`src/hdl/vdec_pkg.sv`:
```
`default_nettype none

package vdec_pkg;

    // trellis geometry, constraint length 9
    localparam int NUM_STATES = 256;
    localparam int NUM_BFLY   = 128;
    localparam int BFLY_W     = 7;

    // datapath widths
    localparam int SYM_W    = 6;
    localparam int METRIC_W = 8;
    localparam int BRANCH_W = 7;
    localparam int STAGE_W  = 6;

    // symbol fetch and path table
    localparam int ADR_W           = 10;
    localparam int PT_ADR_W        = 9;
    localparam int PT_DAT_W        = 32;
    localparam int WORDS_PER_STAGE = 8;

    // cycles from the last issue until done, ACS plus path packing
    localparam int DRAIN_CYC = 3;

    // rate 1/3 generators
    localparam logic [8:0] G0 = 9'o557;
    localparam logic [8:0] G1 = 9'o663;
    localparam logic [8:0] G2 = 9'o711;

    // one stage worth of soft symbols, c0 in the top field
    typedef struct packed {
        logic signed [SYM_W-1:0] c0;
        logic signed [SYM_W-1:0] c1;
        logic signed [SYM_W-1:0] c2;
    } sym_triple_t;

    typedef enum logic [2:0] {
        IDLE,
        WAIT_SYM,
        RUN,
        DRAIN,
        FINISH
    } fwd_state_e;

endpackage

`default_nettype wire

```
`src/hdl/vdec_ifs.sv`:
```
`timescale 1ns/100ps
`default_nettype none

// one butterfly per cycle, no back-pressure
interface bfly_if;
    import vdec_pkg::*;

    logic              valid;
    logic [BFLY_W-1:0] index;
    logic              first_stage;
    logic              last;

    modport issue (output valid, index, first_stage, last);
    modport sink  (input  valid, index, first_stage, last);
endinterface


`default_nettype wire

```
`src/hdl/fwd_ctrl.sv`:
```
`timescale 1ns/100ps
`default_nettype none

module fwd_ctrl (
    input  logic                         clk,
    input  logic                         rst,
    input  logic                         start,
    input  logic [vdec_pkg::STAGE_W-1:0] num_stages,
    input  logic                         sym_ready,
    output logic                         busy,
    output logic                         done,
    output logic                         stage_go,
    bfly_if.issue                        bfly
);
    import vdec_pkg::*;

    fwd_state_e         state;
    logic [BFLY_W-1:0]  bfly_cnt;
    logic [STAGE_W-1:0] stage_cnt;
    logic [STAGE_W-1:0] stage_num;
    logic               run;
    logic               last_bfly;
    logic               last_stage;

    assign run        = (state == RUN);
    assign last_bfly  = (bfly_cnt == BFLY_W'(NUM_BFLY - 1));
    assign last_stage = (stage_cnt == stage_num - 1'b1);

    assign bfly.valid       = run;
    assign bfly.index       = bfly_cnt;
    assign bfly.first_stage = (stage_cnt == '0);
    assign bfly.last        = last_bfly;

    // symbols are consumed with butterfly 0
    assign stage_go = run & (bfly_cnt == '0);
    assign busy     = (state != IDLE);
    assign done     = (state == FINISH);

    always_ff @(posedge clk or posedge rst) begin
        if (rst) begin
            state     <= IDLE;
            bfly_cnt  <= '0;
            stage_cnt <= '0;
            stage_num <= '0;
        end else begin
            case (state)
                IDLE: begin
                    if (start) begin
                        state     <= WAIT_SYM;
                        bfly_cnt  <= '0;
                        stage_cnt <= '0;
                        stage_num <= num_stages;
                    end
                end
                WAIT_SYM: begin
                    if (sym_ready) begin
                        state <= RUN;
                    end
                end
                RUN: begin
                    // wraps to 0 after butterfly 127
                    bfly_cnt <= bfly_cnt + 1'b1;
                    if (last_bfly) begin
                        if (last_stage) begin
                            state <= DRAIN;
                        end else begin
                            state     <= WAIT_SYM;
                            stage_cnt <= stage_cnt + 1'b1;
                        end
                    end
                end
                DRAIN: begin
                    // counter reused to flush the ACS and packer
                    bfly_cnt <= bfly_cnt + 1'b1;
                    if (bfly_cnt == BFLY_W'(DRAIN_CYC - 1)) begin
                        state <= FINISH;
                    end
                end
                FINISH: begin
                    state <= IDLE;
                end
                default: begin
                    state <= IDLE;
                end
            endcase
        end
    end

endmodule

`default_nettype wire

```
`src/flat_wrapper.sv`:
```
// flat-port wrapper written by rule: the top's interface ports become plain ports
module fwd_ctrl_flat import vdec_pkg::*;
  (clk, rst, start, num_stages, sym_ready, busy, done, stage_go, bfly_valid, bfly_index, bfly_first_stage, bfly_last);
  bfly_if bfly_i ();
  input  logic clk;
  input  logic rst;
  input  logic start;
  input  logic [vdec_pkg::STAGE_W-1:0] num_stages;
  input  logic sym_ready;
  output logic busy;
  output logic done;
  output logic stage_go;
  output wire logic [$bits(bfly_i.valid)-1:0] bfly_valid;
  output wire logic [$bits(bfly_i.index)-1:0] bfly_index;
  output wire logic [$bits(bfly_i.first_stage)-1:0] bfly_first_stage;
  output wire logic [$bits(bfly_i.last)-1:0] bfly_last;
  assign bfly_valid = bfly_i.valid;
  assign bfly_index = bfly_i.index;
  assign bfly_first_stage = bfly_i.first_stage;
  assign bfly_last = bfly_i.last;
  fwd_ctrl u_core (.clk(clk), .rst(rst), .start(start), .num_stages(num_stages), .sym_ready(sym_ready), .busy(busy), .done(done), .stage_go(stage_go), .bfly(bfly_i));
endmodule
```
`config.mk`:
```
export PLATFORM = sky130hd
export DESIGN_NAME = fwd_ctrl_flat
export DESIGN_NICKNAME = d
export VERILOG_FILES = /design/src/hdl/vdec_pkg.sv /design/src/hdl/vdec_ifs.sv /design/src/hdl/fwd_ctrl.sv /design/src/flat_wrapper.sv
export SDC_FILE = /design/constraint.sdc
export NUM_CORES = 1
export LEC_CHECK = 0
export BUFFER_PORTS_ARGS = -buffer_cell sky130_fd_sc_hd__clkbuf_2
export CORE_ASPECT_RATIO = 0.7
export CORE_UTILIZATION = 50
export DETAILED_ROUTE_END_ITERATION = 8
export PLACE_DENSITY_LB_ADDON = 0.3
export REMOVE_ABC_BUFFERS = 1
export SYNTH_ARGS = -nofsm -noshare
export SYNTH_HDL_FRONTEND = slang
export SYNTH_SLANG_ARGS = --single-unit
```
`constraint.sdc`:
```
create_clock -name clk -period 2.1 [get_ports clk]
set_clock_uncertainty 0.2 [all_clocks]
set_input_delay 0.105 -clock clk [delete_from_list [all_inputs] [get_ports clk]]
set_output_delay 0.105 -clock clk [all_outputs]
set_load 0.005 [all_outputs]
```
# After elaboration in Yosys (flattened, before gate mapping)
# Index checks and enable logic that the tools add are counted.
# Widths: inputs -> output; s select.
dict set report classes {
  add_sub_neg 3
  eq_ne 12
  mux 12
  bitwise_logic 1
  reduce_logical 11
}
# cell count
set ops {}
lappend ops {{$mux 6} 3}
lappend ops {{$pmux 7 s2} 1}
lappend ops {{$mux 3} 4}
lappend ops {{$pmux 3 s4} 1}
lappend ops {{$pmux 6 s2} 1}
lappend ops {{$ne 2x2->1 const B} 4}
lappend ops {{$reduce_and 4->1} 2}
lappend ops {{$add 7x1->7 const B} 1}
lappend ops {{$eq 7x2->1 const B} 1}
lappend ops {{$eq 7x7->1 const B} 1}
lappend ops {{$logic_not 7->1} 1}
lappend ops {{$mux 7} 1}
lappend ops {{$add 6x1->6 const B} 1}
lappend ops {{$eq 3x2->1 const B} 2}
lappend ops {{$eq 6x6->1} 1}
lappend ops {{$logic_not 6->1} 1}
lappend ops {{$sub 6x1->6 const B} 1}
lappend ops {{$reduce_and 2->1} 2}
lappend ops {{$reduce_bool 2->1} 2}
lappend ops {{$eq 3x1->1 const B} 1}
lappend ops {{$eq 3x3->1 const B} 1}
lappend ops {{$logic_not 3->1} 1}
lappend ops {{$reduce_bool 3->1} 1}
lappend ops {{$mux 2} 1}
lappend ops {{3 further kinds} 3}
dict set report totals {
  register_bits 22
  inputBits 10
  output_inout_bits 13
  wordCells 43
}

# Logic depth before layout (Yosys ltp)
# Gate-level depths: netlist (run 1).
dict set report depth {
  depth_word 5
  mapped_depth 7
  ltp_nobuf 7
}

# Worst setup path before layout (run 1)
# OpenSTA, ideal clock, no wires.
dict set report synth_path {
  path_type {register -> register}
  from {register u_core.stage_num[0]}
  to {register u_core.stage_cnt[0]}
  arrival_ps 1960
  t_required_ps 1761
  slack_ps -199
  stages_incl_launch_ff 6
  path_buffers 0
  synth_period_minus_slack_ps 2299
  path_cell_list {dfrtp_1 -> or4_1 -> or3_4 -> a211oi_4 -> a2111oi_2 -> mux2i_1}
}
dict set report synth_between {
  elab_chain_cells 4
}
# item line
set synth_lines {}
lappend synth_lines {{start: declaration} fwd_ctrl.sv:20} ;# logic [STAGE_W-1:0] stage_num;
lappend synth_lines {{start signal: assignment} fwd_ctrl.sv:52} ;# stage_num <= num_stages;
lappend synth_lines {{$sub 6x1->6} fwd_ctrl.sv:27} ;# assign last_stage = (stage_cnt == stage_num - 1'b1);
lappend synth_lines {{$eq 6x6->1} fwd_ctrl.sv:27}
lappend synth_lines {{$ne 2x2->1 (no source line)} -}
lappend synth_lines {{$reduce_and 4->1 (no source line)} -}
lappend synth_lines {{end signal: assignment} fwd_ctrl.sv:68} ;# stage_cnt <= stage_cnt + 1'b1;
lappend synth_lines {{end: declaration} fwd_ctrl.sv:19} ;# logic [STAGE_W-1:0] stage_cnt;
# No other way between the ends.
# A chain may end at the register's enable or synchronous reset.

# Worst setup path after layout (run 1)
# Ends and elaborated chain as after synthesis.

==> results.ini, run 1 <==
[logic_synthesis]
synth_top_area_share = 0.394
synthAdderAreaFrac = 0.0537
synthSimpleGateAreaFrac = 0.240
synth_most_common_cell = nand2_1
synth_xor_area_frac = 0.0627
netlist.top_cell.by_area = dfrtp_1
syn-mean-instance-area_um2 = 8.73
synth_top_family_by_area = simple AND/OR/NAND/NOR gates
ys.flop_type = dfrtp_1
syn-cell-area_um2 = 1400
synthArstFlopShare = 1.00
syn_inst = 160
ys_types = 36
synth-compound-area-share = 0.178
netlist_top_cells_count = 27 x nand2_1, 22 x dfrtp_1, 9 x inv_1, 9 x nor2_1
synthMuxAreaShare = 0.0286
ys_seq_area_frac = 0.394
synthTopCellsByArea = dfrtp_1 39%, nand2_1 7.3%, ha_1 5.4%, a2111o_1 3.2%, xnor2_1 3.1%
yosysWarnings = 0
synth_edf_count = 0
synth_seq_cells = 22

[clock_tree]
numCtsBuffers = 3
clkSlewWorstSetupHoldPaths_ps = 90
cts-htree-levels = 1
cts.path.max_buffers = 2
clk_latency_ps = 270
cts_root_buffer = clkbuf_8
cts_sinks = 22
post_cts_buffers = 0
cts_tree = yes

[sta]
setup_ws_ps = -200
finalCritPeriodShare = 1.10
slew_violations = 0
grt_setup_unrepaired = yes
holdWs_ps = 137
hold_violations = 0
min_period_ps = 2300
fmax_mhz = 435
setup_violations = 7
tns_ps = -1120
worstMarginPinSlew_ps = 855
maxSlewHeadroom = 0.429

[placement]
dp_slack_ps = -319
dp_hpwl_mm = 2.50
port_buffers = 22
gp_congestion = 0.879

[drt]
drt_iter0_markers = 160
firstDrtPassIters = 4
avgViaCountPerCell = 5.51
routedWlPerCell_um = 15.3
ant_nets = 0
route.detailed.drc = 0
num_vias = 1328
routed_wirelength_mm = 3.68

[floorplan]
die_area_um2 = 3010
die_h_um = 46.2
io_pins = 23
row_count = 15
initial_core_util = 0.548
core_area_um2 = 2550
die_w_um = 65.2

[pwr]
switchingPower_mw = 1.05
cellPowerDensity_nw_per_um2 = 1310
power_frac_seq = 0.282
p_leak_nw = 0.890
pwr-share-comb = 0.553
power.total_mw = 2.46
p_int_mw = 1.42
p_clk_frac = 0.165
switching_share = 0.425
ir_drop_v = 0.000654

[global_routing]
grt_pass1_vias = 1243
grt_max_degree = 23
overflow = 0
grt_first_pass_wirelength_mm = 5.84
grt_use_total = 0.269
antenna_found_initial = 0

[worst_setup_path]
worstSetupPathType = reg -> reg
worst_setup_path_end_kind = register
reg2reg_depth = 6
path_max_fanout = 8
critPathArrivalTime_ps = 2280
rrSetupSlack_ps = -200
worstReg2RegEnd = u_core.stage_cnt[0]$_DFFE_PP0P_
r2r_start = u_core.stage_num[0]$_DFFE_PP0P_
required_ps = 2080
setup.worst_path.start_class = register

[min_path]
hold_path_class = in -> reg
hold_end = u_core.state[0]$_DFFE_PP0P_
hold_path.startpoint = start
whs_path_depth = 5

[final_layout]
nets = 224
syn2layout_area_growth_pct = 34.0
diodes = 0
drive_gt1_frac = 0.280
fillers = 208

[outcome]
status = finished with violations
violations = setup timing

[run]
maxCapViolCount = 0

==> layer usage <==
| layer | GRT usage | up-vias | part of all wire |
|---|---|---|---|
| met5 | 0 | - | 0 |
| met4 | 0.0783 | 0 | 0.0063 |
| met3 | 0.0644 | 4 | 0.046 |
| met2 | 0.456 | 35 | 0.48 |
| met1 | 0.346 | 629 | 0.47 |
| li1 | - | 660 | - |
==> sequential cells by signal (all words and copies together), names as in the netlist <==
| name | count |
|---|---|
| u_core.stage_num | 6 |
| u_core.bfly.index | 7 |
| u_core.state | 3 |
| u_core.stage_cnt | 6 |
==> final cells by class <==
| cell class | instances | area, um2 | area share |
|---|---|---|---|
| Tap cell | 34 | 42.5 | 0.0227 |
| Sequential cell | 22 | 551 | 0.294 |
| Inverter | 9 | 33.8 | 0.0180 |
| Multi-Input combinational cell | 122 | 823 | 0.440 |
| Clock buffer | 3 | 41.3 | 0.0220 |
| Timing Repair Buffer | 50 | 352 | 0.188 |
| Clock inverter | 1 | 30.0 | 0.0160 |
==> worst max-delay path by stage <==
stage	from	slack, ps	end
after floorplan	u_core.stage_num[0]$_DFFE_PP0P_	-200	u_core.stage_cnt[0]$_DFFE_PP0P_
after global placement	u_core.stage_num[0]$_DFFE_PP0P_	-160	u_core.stage_cnt[0]$_DFFE_PP0P_
after detailed placement	u_core.stage_num[0]$_DFFE_PP0P_	-320	u_core.stage_cnt[0]$_DFFE_PP0P_
after CTS	u_core.stage_num[0]$_DFFE_PP0P_	-180	u_core.stage_cnt[0]$_DFFE_PP0P_
after global routing	u_core.stage_num[0]$_DFFE_PP0P_	-280	u_core.stage_cnt[0]$_DFFE_PP0P_
final	u_core.stage_num[0]$_DFFE_PP0P_	-200	u_core.stage_cnt[0]$_DFFE_PP0P_
==> what timing repair did <==
| action | 4_1_cts | 5_1_grt |
|---|---|---|
| hold buffers | 8 | 0 |
| pin swaps | 4 | 1 |
| gates resized for setup | 4 | 7 |
| endpoints found under the hold margin | 29 | 0 |
| endpoints found under the setup margin | 7 | 8 |
==> worst max-delay path, stage by stage (launching register included) <==
cell and delay, ps:
dfrtp_1 390, or4_4 550, or3_4 350, a211oi_4 240, buf_6 170, a2111oi_4 90
mux2i_1 210
==> metrics by stage <==
| step | cells | utilization | instance area [um2] |
|---|---|---|---|
| 2_1_floorplan | 153 | - | 1370 |
| 3_3_place_gp | 229 | 0.656 | 1670 |
| 3_5_place_dp | 229 | 0.656 | 1670 |
| 4_1_cts | 241 | 0.725 | 1850 |
| 5_1_grt | 241 | 0.734 | 1870 |
| 6_report | 241 | 0.734 | 1870 |
==> power by group through the flow <==
stage | Combinational (mW) | Sequential [mW] | Clock [mW]
after floorplan | 0.713 | 0.732 | 0
final | 1.36 | 0.695 | 0.406
after global routing | 1.49 | 0.709 | 0.429
after global placement | 1.21 | 0.679 | 0
after detailed placement | 1.25 | 0.690 | 0
after CTS | 1.32 | 0.691 | 0.413
==> placed cells by master, fill, tap and decap left out, drive strengths merged, types with 2 or more instances in the layout <==
master,instances
nor2,9
a211oi,2
nor3,4
xor2,5
clkbuf,25
and3,3
or4,2
a21oi,8
mux2i,4
or3,2
nor3b,2
buf,20
xnor2,5
nand4,4
dfrtp,22
nor2b,2
dlygate4sd3,8
inv,9
a2111o,4
o21ai,11
and2,2
nand2,27
nand3,8
nand2b,2
ha,6
o31ai,2
==> kinds of logic (layout without fill, tap and decap cells) <==
kind of cell / after synthesis / in the layout
muxes: 4 / 4
buffers and inverters: 16 / 63
xor gates and xnor gates: 10 / 10
and+or+nand+nor: 68 / 68
DFF: 22 / 22
adders and majority gates: 6 / 6
AOI/OAI and AO/OA: 34 / 34
Note: power is estimated with default switching activity, not from simulation.
==> inputs of run 2 (changes only) <==
--- a/config.mk
+++ b/config.mk
@@ -6,8 +6,10 @@
 export NUM_CORES = 1
 export LEC_CHECK = 0
 export BUFFER_PORTS_ARGS = -buffer_cell sky130_fd_sc_hd__clkbuf_2
+export CELL_PAD_IN_SITES_DETAIL_PLACEMENT = 1
+export CELL_PAD_IN_SITES_GLOBAL_PLACEMENT = 1
 export CORE_ASPECT_RATIO = 0.7
-export CORE_UTILIZATION = 50
+export CORE_UTILIZATION = 37
 export DETAILED_ROUTE_END_ITERATION = 8
 export PLACE_DENSITY_LB_ADDON = 0.3
 export REMOVE_ABC_BUFFERS = 1
==> run 2 against run 1 <==
The flow still finishes with violations (setup timing). Combinational power grew 6%. Sequential cell count is the same. Sequential power is essentially flat. Clock power is essentially flat. Worst setup slack gained 28 ps. Cell count grew 6.6%. Routed wire length grew 13%.
==> results.ini, run 2 (synthesis results as in run 1) <==
[drt]
routed_wirelength_mm = 4.15  ; +13%
drt_iter0_markers = 64  ; -60%
ant_nets = 0  ; unchanged
avgViaCountPerCell = 5.30  ; -3.8%
firstDrtPassIters = 4  ; unchanged
route.detailed.drc = 0  ; unchanged
routedWlPerCell_um = 16.1  ; +5.7%
num_vias = 1363  ; +2.6%

[clock_tree]
cts_tree = yes
numCtsBuffers = 3  ; unchanged
cts.path.max_buffers = 2  ; unchanged
cts-htree-levels = 1  ; unchanged
cts_sinks = 22  ; unchanged
cts_root_buffer = clkbuf_8
clkSlewWorstSetupHoldPaths_ps = 90  ; about the same
clk_latency_ps = 270  ; about the same

[worst_setup_path]
setup.worst_path.start_class = register
worstSetupPathType = reg -> reg
required_ps = 2060  ; -20 ps
crit_chain = or4_4, or3_4, a211oi_4, buf_4, a2111o_1, o21ai_1
critPathArrivalTime_ps = 2230  ; -50 ps
crit_slowest_cell = or4_4
path_max_fanout = 8  ; unchanged
cp_slowest_stage_delay_ps = 570  ; +20 ps
worst_setup_path_end_kind = register

[floorplan]
die_area_um2 = 4030  ; +34%
die_h_um = 53.4  ; +16%
row_count = 18  ; +3
io_pins = 23  ; unchanged
die_w_um = 75.5  ; +16%
initial_core_util = 0.393  ; -0.155
core_area_um2 = 3560  ; +39%

[pwr]
p_leak_nw = 0.891  ; +0.16%
ir_drop_v = 0.000532  ; -19%
cellPowerDensity_nw_per_um2 = 1340  ; +1.8%

[sta]
grt_setup_unrepaired = yes
hold_violations = 0  ; unchanged
worstMarginPinSlew_ps = 500  ; -355 ps
min_period_ps = 2270  ; -28.0 ps
fmax_mhz = 440  ; +1.2%
setup_ws_ps = -172  ; +28.0 ps
slew_violations = 0  ; unchanged
finalCritPeriodShare = 1.08  ; -0.0133
maxSlewHeadroom = 0.664  ; +0.235
setup_violations = 7  ; unchanged

[global_routing]
overflow = 0  ; unchanged
grt_first_pass_wirelength_mm = 6.76  ; +16%
grt_max_degree = 23  ; unchanged
grt_use_total = 0.233  ; -0.0360
antenna_found_initial = 0  ; unchanged
grt_pass1_vias = 1334  ; +7.3%

[final_layout]
design_area_um2 = 1900  ; +1.6%
largest_reg_flops = 7  ; unchanged
nets = 224  ; unchanged
fillers = 443  ; +110%
layout_common_cells = 26 x nand2_1, 22 x clkbuf_2, 22 x dfrtp_1, 20 x buf_4
final_common_cell = nand2_1
diodes = 0  ; unchanged
drive_gt1_frac = 0.290  ; +0.00966
syn2layout_area_growth_pct = 36.2

[placement]
postPlaceCellArea_um2 = 1680  ; +0.30%
gp_congestion = 0.776  ; -12%
dp_hpwl_mm = 2.94  ; +18%
port_buffers = 22  ; unchanged
dp_slack_ps = -232  ; +87.6 ps

[outcome]
status = finished with violations
violations = setup timing

[run]
maxCapViolCount = 0  ; unchanged

[min_path]
hold_path_class = in -> reg

==> run 2: per-stage QoR <==
step	cells	util	TNS (ps)	power (mW)	hold WS, ps
after floorplan	153	-	-1090	1.44	-106
after global placement	243	0.472	-763	1.91	-67.7
after detailed placement	243	0.472	-1290	1.98	-52.2
after CTS	256	0.527	-830	2.50	122
after global routing	257	0.535	-1590	2.75	194
final	257	0.535	-1120	2.55	134
==> run 2: what timing repair did <==
action | CTS | global route
setup endpoints to repair | 7 | 9
gates resized for setup | 6 | 5
hold buffers | 8 | 0
hold endpoints to repair | 29 | 0
setup buffers | 1 | 1
pin swaps | 1 | 0
==> run 2: critical path, delay by kind of cell (launching register included) <==
family | cells | cell delay (ps)
compound gates | 3 | 460
buf+inv | 1 | 200
flops | 1 | 390
simple gates | 2 | 920
==> run 2: path summary, 6_finish.rpt <==
path,endpoint,depth (start not counted),startpoint,slack (ps)
worst min register to register,u_core.bfly.index[5]$_DFFE_PP0P_,1,u_core.bfly.index[5]$_DFFE_PP0P_,340
worst max-delay path,u_core.stage_cnt[2]$_DFFE_PP0P_,6,u_core.stage_num[0]$_DFFE_PP0P_,-170
min in group asynchronous,u_core.stage_cnt[3]$_DFFE_PP0P_,4,rst,190
max in group asynchronous,u_core.bfly.index[3]$_DFFE_PP0P_,4,rst,1280
worst min-delay path,u_core.state[0]$_DFFE_PP0P_,5,start,130
worst max register to register,u_core.stage_cnt[2]$_DFFE_PP0P_,6,u_core.stage_num[0]$_DFFE_PP0P_,-170
==> run 2: power by group <==
group	switching (mW)	leakage (nW)	internal, mW	total [mW]
logic	0.812	0.570	0.632	1.44
registers	0.135	0.285	0.559	0.695
clock network	0.154	0.0357	0.255	0.409
total	1.10	0.891	1.45	2.55
==> run 2: per-layer routing <==
layer	global-route usage	wire (um)
met2	0.354	1930
met4	0.0463	29
met3	0.0400	142
met5	0	0
met1	0.343	2040
==> run 2: cell type report <==
class	instances	area [um2]	share of cell area
Clock buffer	3	41.3	0.0217
Clock inverter	1	30.0	0.0158
Timing Repair Buffer	50	340	0.179
Inverter	9	33.8	0.0178
Sequential cell	22	551	0.289
Multi-Input combinational cell	122	845	0.444
Tap cell	50	62.6	0.0329
